## config.mk

```make
export PLATFORM = sky130hd
export DESIGN_NAME = mulAccTop
export DESIGN_NICKNAME = d
export VERILOG_FILES = /design/src/source/macPkg.sv /design/src/source/regMapPkg.sv /design/src/source/fifoIf.sv /design/src/source/syncFifo.sv /design/src/source/arrayMultiplier.sv /design/src/source/productAccumulator.sv /design/src/source/apbRegCtrl.sv /design/src/source/mulAccTop.sv
export SDC_FILE = /design/constraint.sdc
export NUM_CORES = 1
export LEC_CHECK = 0
export BUFFER_PORTS_ARGS = -buffer_cell sky130_fd_sc_hd__buf_2
export CORE_MARGIN = 1.5
export CORE_UTILIZATION = 55
export CTS_BUF_LIST = sky130_fd_sc_hd__clkbuf_8 sky130_fd_sc_hd__clkbuf_16
export DETAILED_ROUTE_END_ITERATION = 7
export HOLD_SLACK_MARGIN = 0.08
export PLACE_DENSITY = 0.72
export SLEW_MARGIN = 10
export SYNTH_ARGS = -nofsm -noshare
export SYNTH_HDL_FRONTEND = slang
export SYNTH_SLANG_ARGS = --single-unit
export TNS_END_PERCENT = 5
```

## constraint.sdc

```tcl
create_clock -name clk -period 12.8 [get_ports clk]
set_clock_uncertainty 0.2 [all_clocks]
set_input_delay 0.64 -clock clk [delete_from_list [all_inputs] [get_ports clk]]
set_output_delay 0.64 -clock clk [all_outputs]
set_load 0.05 [all_outputs]
```

## src/source/macPkg.sv

```systemverilog
`default_nettype none

package macPkg;

    // Operand and product widths of the multiplier
    localparam int OPERAND_W = 16;
    localparam int PRODUCT_W = 2 * OPERAND_W;

    // Accumulator wraps modulo 2^ACC_W
    localparam int ACC_W = 40;

    // FIFO geometry, depth must stay a power of two
    localparam int FIFO_DEPTH = 4;
    localparam int PTR_W = $clog2(FIFO_DEPTH);
    // One extra bit so a full FIFO can report FIFO_DEPTH
    localparam int COUNT_W = PTR_W + 1;

    // One queued multiplication, 34 bits
    typedef struct packed {
        logic signed [OPERAND_W-1:0] multiplicand;
        logic signed [OPERAND_W-1:0] multiplier;
        // Add product into the running sum
        logic accEn;
        // Restart the sum from zero before this pair
        logic clearFirst;
    } operandPair_t;

    // Plain product or accumulated sum
    typedef logic signed [ACC_W-1:0] result_t;

endpackage

`default_nettype wire

```

## src/source/regMapPkg.sv

```systemverilog
`default_nettype none

package regMapPkg;

    // APB bus widths
    localparam int ADDR_W = 8;
    localparam int DATA_W = 32;

    // Register offsets
    localparam logic [ADDR_W-1:0] REG_OPA = 8'h00;
    localparam logic [ADDR_W-1:0] REG_OPB = 8'h04;
    localparam logic [ADDR_W-1:0] REG_CTRL = 8'h08;
    localparam logic [ADDR_W-1:0] REG_RES_LO = 8'h0C;
    localparam logic [ADDR_W-1:0] REG_RES_HI = 8'h10;
    localparam logic [ADDR_W-1:0] REG_STATUS = 8'h14;

    // CTRL bits
    localparam int CTRL_ACC_EN = 0;
    // Write 1 arms clear for the next queued pair
    localparam int CTRL_CLEAR = 1;

    // STATUS fields, LSB positions of the counts
    localparam int STAT_OP_CNT = 0;
    localparam int STAT_RES_CNT = 4;
    localparam int STAT_CLR_ARMED = 8;

endpackage

`default_nettype wire

```

## src/source/fifoIf.sv

```systemverilog
`default_nettype none

interface fifoIf import macPkg::*; #(
    parameter type payload_t = logic
) ();

    // Write side
    logic push;
    payload_t pushData;
    logic full;

    // Read side, head entry shown before the pop
    logic pop;
    payload_t popData;
    logic empty;

    // Occupancy, visible to both ends
    logic [COUNT_W-1:0] count;

    modport producer (output push, output pushData, input full, input count);

    modport consumer (output pop, input popData, input empty, input count);

    modport storage (
        input push, input pushData, input pop,
        output full, output popData, output empty, output count
    );

endinterface

`default_nettype wire

```

## src/source/syncFifo.sv

```systemverilog
`default_nettype none

module syncFifo import macPkg::*; #(
    parameter type payload_t = logic
) (
    input logic clk,
    input logic rstN,
    fifoIf.storage fifo
);

    // Entry storage
    payload_t mem [FIFO_DEPTH];

    logic [PTR_W-1:0] wrPtr;
    logic [PTR_W-1:0] rdPtr;
    logic [COUNT_W-1:0] level;
    logic doPush;
    logic doPop;

    // Push ignored when full, pop ignored when empty
    assign doPush = fifo.push && !fifo.full;
    assign doPop = fifo.pop && !fifo.empty;

    assign fifo.full = (level == COUNT_W'(FIFO_DEPTH));
    assign fifo.empty = (level == '0);
    assign fifo.count = level;
    // Head entry always on the read port
    assign fifo.popData = mem[rdPtr];

    // Storage write
    always_ff @(posedge clk) begin
        if (doPush) begin
            mem[wrPtr] <= fifo.pushData;
        end
    end

    // Pointers wrap naturally, depth is a power of two
    always_ff @(posedge clk) begin
        if (!rstN) begin
            wrPtr <= '0;
            rdPtr <= '0;
            level <= '0;
        end else begin
            if (doPush) begin
                wrPtr <= wrPtr + 1'b1;
            end
            if (doPop) begin
                rdPtr <= rdPtr + 1'b1;
            end
            // Push together with pop leaves the level alone
            if (doPush && !doPop) begin
                level <= level + 1'b1;
            end else if (doPop && !doPush) begin
                level <= level - 1'b1;
            end
        end
    end

    // Level bounded by depth across any push/pop history
    levelBounded: assert property (
        @(posedge clk) disable iff (!rstN) level <= COUNT_W'(FIFO_DEPTH)
    );

endmodule

`default_nettype wire

```

## src/source/arrayMultiplier.sv

```systemverilog
`default_nettype none

module arrayMultiplier import macPkg::*; (
    input logic signed [OPERAND_W-1:0] multiplicand,
    input logic signed [OPERAND_W-1:0] multiplier,
    output logic signed [PRODUCT_W-1:0] product
);

    logic negMcand;
    logic negMplier;
    logic negProduct;
    logic [OPERAND_W-1:0] magMcand;
    logic [OPERAND_W-1:0] magMplier;
    // One AND row per multiplier bit
    logic [OPERAND_W-1:0] ppRow [OPERAND_W];
    // Running sum after each row
    logic [PRODUCT_W-1:0] rowSum [OPERAND_W];

    assign negMcand = multiplicand[OPERAND_W-1];
    assign negMplier = multiplier[OPERAND_W-1];
    // Result negative when exactly one operand is
    assign negProduct = negMcand ^ negMplier;

    // Magnitudes, -32768 maps to 0x8000 which is still correct unsigned
    always_comb begin
        magMcand = multiplicand;
        magMplier = multiplier;
        if (negMcand) begin
            magMcand = ~multiplicand + 1'b1;
        end
        if (negMplier) begin
            magMplier = ~multiplier + 1'b1;
        end
    end

    // Partial product array
    for (genvar i = 0; i < OPERAND_W; i++) begin : genRows
        assign ppRow[i] = magMcand & {OPERAND_W{magMplier[i]}};
    end

    // Ripple chain of row additions
    assign rowSum[0] = {{(PRODUCT_W-OPERAND_W){1'b0}}, ppRow[0]};
    for (genvar i = 1; i < OPERAND_W; i++) begin : genSums
        assign rowSum[i] = rowSum[i-1] + ({{(PRODUCT_W-OPERAND_W){1'b0}}, ppRow[i]} << i);
    end

    // Sign fix-up on the unsigned magnitude product
    always_comb begin
        product = rowSum[OPERAND_W-1];
        if (negProduct) begin
            product = ~rowSum[OPERAND_W-1] + 1'b1;
        end
    end

endmodule

`default_nettype wire

```

## src/source/productAccumulator.sv

```systemverilog
`default_nettype none

module productAccumulator import macPkg::*; (
    input logic clk,
    input logic rstN,
    fifoIf.consumer opIf,
    fifoIf.producer resIf
);

    logic signed [PRODUCT_W-1:0] product;

    // Stage between pop and result push
    logic stValid;
    logic signed [PRODUCT_W-1:0] stProduct;
    logic stAccEn;
    logic stClearFirst;

    logic advance;
    logic load;
    result_t accReg;
    result_t extProduct;
    result_t accBase;
    result_t newAcc;

    // Multiply straight off the FIFO head
    arrayMultiplier mult_i (
        .multiplicand(opIf.popData.multiplicand),
        .multiplier(opIf.popData.multiplier),
        .product(product)
    );

    // Staged entry leaves once the result FIFO has room
    assign advance = stValid && !resIf.full;
    // Refill when the stage is free or emptying this cycle
    assign load = !opIf.empty && (!stValid || advance);
    assign opIf.pop = load;

    always_comb begin
        extProduct = {{(ACC_W-PRODUCT_W){stProduct[PRODUCT_W-1]}}, stProduct};
        accBase = stClearFirst ? '0 : accReg;
        // Plain mode passes the product through
        newAcc = stAccEn ? (accBase + extProduct) : extProduct;
    end

    assign resIf.push = advance;
    assign resIf.pushData = newAcc;

    // Stage valid bit
    always_ff @(posedge clk) begin
        if (!rstN) begin
            stValid <= 1'b0;
        end else if (load) begin
            stValid <= 1'b1;
        end else if (advance) begin
            stValid <= 1'b0;
        end
    end

    // Stage payload captured at the pop edge
    always_ff @(posedge clk) begin
        if (load) begin
            stProduct <= product;
            stAccEn <= opIf.popData.accEn;
            stClearFirst <= opIf.popData.clearFirst;
        end
    end

    // Running sum, wraps modulo 2^ACC_W
    always_ff @(posedge clk) begin
        if (!rstN) begin
            accReg <= '0;
        end else if (advance && stAccEn) begin
            accReg <= newAcc;
        end
    end

    resNoOverflow: assert property (
        @(posedge clk) disable iff (!rstN) resIf.push |-> !resIf.full
    );

endmodule

`default_nettype wire

```

## src/source/apbRegCtrl.sv

```systemverilog
`default_nettype none

module apbRegCtrl import macPkg::*, regMapPkg::*; (
    input logic clk,
    input logic rstN,
    input logic psel,
    input logic penable,
    input logic pwrite,
    input logic [ADDR_W-1:0] paddr,
    input logic [DATA_W-1:0] pwdata,
    output logic [DATA_W-1:0] prdata,
    output logic pready,
    output logic pslverr,
    fifoIf.producer opIf,
    fifoIf.consumer resIf
);

    logic access;
    logic wrAccess;
    logic rdAccess;

    // Address decode
    logic selOpa;
    logic selOpb;
    logic selCtrl;
    logic selResLo;
    logic selResHi;
    logic selStatus;
    logic mapped;

    logic signed [OPERAND_W-1:0] opAReg;
    logic accEnReg;
    // Sticky until the next pair is queued
    logic clearArmed;

    operandPair_t newPair;
    logic [DATA_W-1:0] statusWord;
    logic [DATA_W-1:0] rdData;

    // No wait states
    assign pready = 1'b1;

    // Transfer completes in the access phase
    assign access = psel && penable;
    assign wrAccess = access && pwrite;
    assign rdAccess = access && !pwrite;

    assign selOpa = (paddr == REG_OPA);
    assign selOpb = (paddr == REG_OPB);
    assign selCtrl = (paddr == REG_CTRL);
    assign selResLo = (paddr == REG_RES_LO);
    assign selResHi = (paddr == REG_RES_HI);
    assign selStatus = (paddr == REG_STATUS);
    assign mapped = selOpa || selOpb || selCtrl || selResLo || selResHi || selStatus;

    // Error on unmapped, OPB into a full FIFO, RES_HI from an empty FIFO
    assign pslverr = access && (!mapped
                                || (pwrite && selOpb && opIf.full)
                                || (!pwrite && selResHi && resIf.empty));

    // Pair takes the mode bits live at the OPB write
    always_comb begin
        newPair.multiplicand = opAReg;
        newPair.multiplier = pwdata[OPERAND_W-1:0];
        newPair.accEn = accEnReg;
        newPair.clearFirst = clearArmed;
    end

    assign opIf.push = wrAccess && selOpb && !opIf.full;
    assign opIf.pushData = newPair;

    // Reading the high word retires the head result
    assign resIf.pop = rdAccess && selResHi && !resIf.empty;

    always_comb begin
        statusWord = '0;
        statusWord[STAT_OP_CNT +: COUNT_W] = opIf.count;
        statusWord[STAT_RES_CNT +: COUNT_W] = resIf.count;
        statusWord[STAT_CLR_ARMED] = clearArmed;
    end

    // Read mux, zero outside a read access
    always_comb begin
        rdData = '0;
        if (rdAccess) begin
            case (paddr)
                REG_CTRL: begin
                    rdData[CTRL_ACC_EN] = accEnReg;
                    rdData[CTRL_CLEAR] = clearArmed;
                end
                REG_RES_LO: begin
                    // Empty FIFO reads as zero
                    if (!resIf.empty) begin
                        rdData = resIf.popData[DATA_W-1:0];
                    end
                end
                REG_RES_HI: begin
                    if (!resIf.empty) begin
                        rdData = {{(2*DATA_W-ACC_W){resIf.popData[ACC_W-1]}},
                                  resIf.popData[ACC_W-1:DATA_W]};
                    end
                end
                REG_STATUS: rdData = statusWord;
                default: rdData = '0;
            endcase
        end
    end

    assign prdata = rdData;

    // Multiplicand holding register
    always_ff @(posedge clk) begin
        if (wrAccess && selOpa) begin
            opAReg <= pwdata[OPERAND_W-1:0];
        end
    end

    // Mode bit and clear flag
    always_ff @(posedge clk) begin
        if (!rstN) begin
            accEnReg <= 1'b0;
            clearArmed <= 1'b0;
        end else begin
            if (wrAccess && selCtrl) begin
                accEnReg <= pwdata[CTRL_ACC_EN];
                if (pwdata[CTRL_CLEAR]) begin
                    clearArmed <= 1'b1;
                end
            end
            // Consumed by the pair that carries it
            if (opIf.push) begin
                clearArmed <= 1'b0;
            end
        end
    end

    apbEnableNeedsSel: assert property (
        @(posedge clk) disable iff (!rstN) penable |-> psel
    );

    opNoOverflow: assert property (
        @(posedge clk) disable iff (!rstN) opIf.push |-> !opIf.full
    );

endmodule

`default_nettype wire

```

## src/source/mulAccTop.sv

```systemverilog
`default_nettype none

module mulAccTop import macPkg::*, regMapPkg::*; (
    input logic clk,
    input logic rstN,
    input logic psel,
    input logic penable,
    input logic pwrite,
    input logic [ADDR_W-1:0] paddr,
    input logic [DATA_W-1:0] pwdata,
    output logic [DATA_W-1:0] prdata,
    output logic pready,
    output logic pslverr
);

    // Operand pairs from APB to the datapath
    fifoIf #(.payload_t(operandPair_t)) opIf ();
    // Results back to APB
    fifoIf #(.payload_t(result_t)) resIf ();

    apbRegCtrl regCtrl_i (
        .clk(clk),
        .rstN(rstN),
        .psel(psel),
        .penable(penable),
        .pwrite(pwrite),
        .paddr(paddr),
        .pwdata(pwdata),
        .prdata(prdata),
        .pready(pready),
        .pslverr(pslverr),
        .opIf(opIf),
        .resIf(resIf)
    );

    syncFifo #(.payload_t(operandPair_t)) opFifo_i (
        .clk(clk),
        .rstN(rstN),
        .fifo(opIf)
    );

    productAccumulator accum_i (
        .clk(clk),
        .rstN(rstN),
        .opIf(opIf),
        .resIf(resIf)
    );

    syncFifo #(.payload_t(result_t)) resFifo_i (
        .clk(clk),
        .rstN(rstN),
        .fifo(resIf)
    );

endmodule

`default_nettype wire

```

# ---- Word-level counts from Yosys, hierarchy flattened
# Memory sizes are Yosys's and may differ from the RTL's. A register that Yosys moved wholly into a read port is not among the register bits.
# Index checks and enable logic that the tools add are counted.
# W data, S select, Z words.
dict set report classes {
  n_addsub 27
  multipliers 0
  n_div 0
  magnitude_cmp 0
  n_eq_ne 7
  shifts 0
  mux 24
  bitwise 21
  n_reduce_logical 52
}
# cell n
set ops {}
lappend ops {{$and A16 B16 Y16} 16}
lappend ops {{$mux W32} 4}
lappend ops {{$pmux W30 S3} 1}
lappend ops {{$mux W40} 2}
lappend ops {{$add A40 B32 Y40} 1}
lappend ops {{$add A16 B1 Y16 const B} 2}
lappend ops {{$add A32 B1 Y32 const B} 1}
lappend ops {{$add A32 B27 Y32} 1}
lappend ops {{$add A32 B28 Y32} 1}
lappend ops {{$add A32 B29 Y32} 1}
lappend ops {{$add A32 B30 Y32} 1}
lappend ops {{$add A32 B31 Y32} 1}
lappend ops {{$mux W16} 2}
lappend ops {{$not A16 Y16} 2}
lappend ops {{$not A32 Y32} 1}
lappend ops {{$add A26 B26 Y27} 1}
lappend ops {{$add A25 B25 Y26} 1}
lappend ops {{$add A24 B24 Y25} 1}
lappend ops {{$logic_and A1 B1 Y1} 25}
lappend ops {{$add A23 B23 Y24} 1}
lappend ops {{$add A22 B22 Y23} 1}
lappend ops {{$add A21 B21 Y22} 1}
lappend ops {{$add A20 B20 Y21} 1}
lappend ops {{$add A19 B19 Y20} 1}
lappend ops {{other kinds (22)} 61}
dict set report word_totals {
  reg_bits 107
  latchBits 0
  ram_bits 296
  mem_bits_ro 0
  input_bits 45
  output_inout_bits 34
  elab_cells 147
  mem_count 2
}
# name words word_bits rd rd_ports_with_merged_regs write_ports line
set mem_list {}
lappend mem_list {resFifo_i.mem 4 40 1 1 1 syncFifo.sv:12} ;# payload_t mem [FIFO_DEPTH];
lappend mem_list {opFifo_i.mem 4 34 1 1 1 syncFifo.sv:12}

# ---- Longest topological paths before layout
dict set report depth {
  word_depth 22
  depth_mapped 46
  depth_no_buf 43
}

# ---- Modules after synthesis
# Synthesis repeated with hierarchy kept, for this count alone.
dict set report hier_totals {
  cells_unflattened 2399
  area_unflattened_um2 28040.6
}
# mod instances cells_per_inst area_each_um2 seq_area_each_um2
set modules_own_cells {}
lappend modules_own_cells {arrayMultiplier 1 1135 9354.0 0.0}
lappend modules_own_cells {{syncFifo at resFifo_i} 1 257 6306.0 4984.8}
lappend modules_own_cells {productAccumulator 1 623 5504.0 1841.8}
lappend modules_own_cells {{syncFifo at opFifo_i} 1 226 5444.0 4264.1}
lappend modules_own_cells {apbRegCtrl 1 158 1432.6 520.5}

# ---- Least setup slack after synthesis
# Ideal clock, no wire load.
dict set report synth_path {
  kind {register to register}
  from {register with a tool-made name}
  to {register accum_i.stProduct[31] (data pin)}
  arrival_time_ns 11.283
  t_required_ns 12.342
  path_slack_ns 1.059
  stages_incl_launch_ff 45
  synth_period_minus_slack_ns 11.741
  cell_sequence {dfxtp_1 > buf_6 > mux4_2 > or3_1 > or3_1 > nor3_2 > nor2b_1 > xor2_1 > clkbuf_1 > nand2_1 > fa_1 > inv_1 > fa_1 > fa_1 > fa_1 > inv_1 > fa_1 > inv_1 > [9 not listed] > a21oi_1 > xor2_1 > fa_1 > fa_1 > fa_1 > inv_1 > ha_1 > clkbuf_1 > nand2_1 > o21ai_0 > a211oi_1 > o31ai_1 > nand3_1 > nand2_1 > xnor2_1 > o41ai_2 > xnor2_1 > xnor2_1}
}
# item line
set synth_rtl {}
lappend synth_rtl {{end signal, assigned} productAccumulator.sv:62} ;# stProduct <= product;
lappend synth_rtl {{end, declared} productAccumulator.sv:14} ;# logic signed [PRODUCT_W-1:0] stProduct;

==> qor.csv <==
stage,metric,value,unit
clock_network,cts.htree.levels,2,
setup_path,start_kind,flip-flop,
sta,hold_violations,0,
grt,grt_pass1_wl,91300,um
sta,worst_slew_pin_slew,1.17,ns
detailed_routing,wire_per_inst,18.0,um
sta,fmax,0.0821,GHz
sta,tns,0,ns
setup_path,max_stage_delay,0.55,ns
placement,dp_hpwl,39400,um
run,maxCapViolations,0,
detailed_routing,first_iter_violations,875,
synth,yosysUniqueCellTypes,74,
clock_network,clk-insertion-delay-late,0.59,ns
synth,synth_area,27100,um^2
detailed_routing,dr.pass1.iters,5,
detailed_routing,vias,17395,
die,io_pins,79,
die,die_h,225,um
grt,overflow,0,
detailed_routing,postRouteWirelength,55400,um
setup_path,endpoint_kind,flip-flop,
cells_and_area,syn2layout_area_growth,10.3,%
grt,grt_antenna_before_repair,0,
clock_network,cts_made_buffers,42,
setup_path,critical_path_required,12.89,ns
synth,ys_seq_elements,407,
synth,yosysTopAreaCellShare,38.3,%
clock_network,numClockSinks,407,
synth,synth-edff-count,346,
detailed_routing,drcViolationCount,0,
sta,relSlewSlack,22.0,%
synth,synth_most_common_cell,edfxtp_1,
sta,post-route-min-period,12.18,ns
grt,grt_pass1_vias,18177,
synth,yosys-top-cells-count,"346 x edfxtp_1, 310 x nand2_1, 200 x inv_1",
sta,post-route-period-util,95.2,%
synth,synth_area_leader_cell,edfxtp_1,
synth,ys.flop_type,edfxtp_1,
cells_and_area,regArea,11600,um^2
setup_path,cp_common_cell,fa_1,
synth,synth-seq-area-share,42.8,%
setup_path,critical_path_arrival,12.27,ns
cells_and_area,drive_gt1_share,13.6,%
clock_network,cts_tree,done,
synth,yosysWarnings,0,
cells_and_area,n_fill_cell,3861,
run_status,status,completed,
clock_network,cts_root_buf,clkbuf_16,
synth,synth_cells,2312,
cells_and_area,multi_input_comb_area,14500,um^2
cells_and_area,final_nets,2754,
clock_network,cts.clk_slew.worst_paths,0.06,ns
detailed_routing,vias_per_cell,5.66,
placement,gp_congestion,0.869,
die,core_area,48800,um^2
sta,setup_violations,0,
cells_and_area,antenna_cells,0,
sta,slew_viol_final,0,
die,die_w,225,um
synth,synthesis.nets,2684,
setup_path,critPathKind,reg -> reg,
grt,grt_max_degree,73,
synth,async_flop_share,0,%
synth,synth_area_leaders,"edfxtp_1 38%, fa_1 14%, ha_1 6.3%",
die,dieArea,50700,um^2
die,row_count,81,
grt,grt_usage,22.6,%
placement,io_buffers,61,
setup_path,cp_max_fo,13,
clock_network,cts_max_path_buffers,3,
synth,synth_area_per_cell,11.7,um^2
die,initial_core_util,55.6,%
detailed_routing,ant_nets,0,
min_path,hp-class,in -> reg,
setup_path,cp_slowest_cell,fa_1,
-- cells by family after synthesis --
| logic type | count (synthesis) | synth area share [%] |
|---|---|---|
| flip-flops | 407 | 42.8 |
| AND/OR/NAND/NOR | 685 | 12.3 |
| other | 1 | 0.0138 |
| buffers and inverters | 303 | 4.26 |
| adder cells (fa/ha/maj) | 327 | 20.3 |
| AO/OA/AOI/OAI | 325 | 7.78 |
| multiplexers | 120 | 7.94 |
| XOR/XNOR | 144 | 4.65 |
-- cell type report --
cell class / instances / share of cell area (%)
Tap cell: 664 / 2.78
Timing Repair Buffer: 128 / 2.89
Multi-Input combinational cell: 1602 / 48.6
Sequential cell: 407 / 38.8
Clock buffer: 46 / 3.70
Inverter: 201 / 2.52
Clock inverter: 28 / 0.736
-- sequential cells by signal, summed over array words and instances, names as in the netlist, 3 cells and up, named ones only --
| signal | cells |
|---|---|
| accum_i.stProduct | 32 |
| opFifo_i.mem | 136 |
| resFifo_i.mem | 160 |
| accum_i.accReg | 40 |
| regCtrl_i.opAReg | 16 |
| resFifo_i.fifo.count | 3 |
| opFifo_i.fifo.count | 3 |
-- worst paths after layout --
path	end	depth (start not counted)	from	slack [ns]
hold / removal	regCtrl_i.opAReg[2]	1	pwdata[2]	0.11
setup reg to reg	accum_i.stProduct[31]	43	flip-flop	0.62
setup / recovery	accum_i.stProduct[31]	43	flip-flop	0.62
hold reg to reg	accum_i.accReg[14]	2	accum_i.accReg[14]	0.26
-- critical path, delay by kind of cell (launching register included) --
family / cells / cell delay (ns)
fa+ha+maj: 11 / 5.06
compound gates: 10 / 2.10
simple gates: 10 / 1.98
xor+xnor: 5 / 0.89
buf+inv: 6 / 0.67
mux: 1 / 0.54
flops: 1 / 0.43
-- per-layer routing --
metal | part of all wire (%) | vias up | global-route usage (%)
met4 | 2.4 | 0 | 6.43
met2 | 51 | 363 | 40.9
met5 | 0 | - | 0
met3 | 3.7 | 98 | 2.95
li1 | - | 8192 | -
met1 | 42 | 8742 | 28.5
-- what timing repair did --
item	4_1_cts	5_1_grt
endpoints found under the setup margin	1	9
hold buffers	13	0
buffers inserted	0	2
gates cloned	0	0
pin swaps	0	5
resized for setup	1	18
endpoints found under the hold margin	64	0
-- cell usage in the layout, fill, tap and decap left out, types with 8 or more instances in the layout --
cell type	netlist	routed
mux2i_1	15	15
and3_1	9	9
and2_1	85	80
mux4_2	73	73
clkbuf_16	0	42
edfxtp_1	346	346
or3_1	10	10
a21boi_0	26	26
dlygate4sd3_1	0	13
a31oi_1	12	11
nor3_1	19	17
nand4_1	15	15
a22oi_1	8	8
nor2b_1	71	71
nand2_1	310	310
mux2_2	32	32
xor2_1	57	54
nand2b_1	13	13
ha_1	137	137
a21o_1	39	39
dfxtp_1	61	57
fa_1	190	190
o21a_1	15	15
nand3_1	20	20
inv_1	200	212
buf_4	1	52
xnor2_1	87	82
buf_2	7	61
a21oi_1	100	100
o21ai_0	55	53
nor2_1	87	87
-- metrics by stage --
stage | worst slack, ns | instance area (um^2) | utilization [%] | hold WS, ns | instances
global placement | 0.327 | 28400 | 58.1 | 0.247 | 2987
CTS | 0.0890 | 29800 | 61.1 | 0.0800 | 3074
finish | 0.619 | 29900 | 61.3 | 0.107 | 3076
floorplan | 1.06 | 27100 | - | 0.238 | 2312
global route | -0.0178 | 29900 | 61.3 | 0.0927 | 3076
detailed placement | 0.0681 | 28400 | 58.1 | 0.256 | 2987
Power is not shown: default switching activity piles up to over one toggle a cycle in this logic, so the estimate is an artifact.
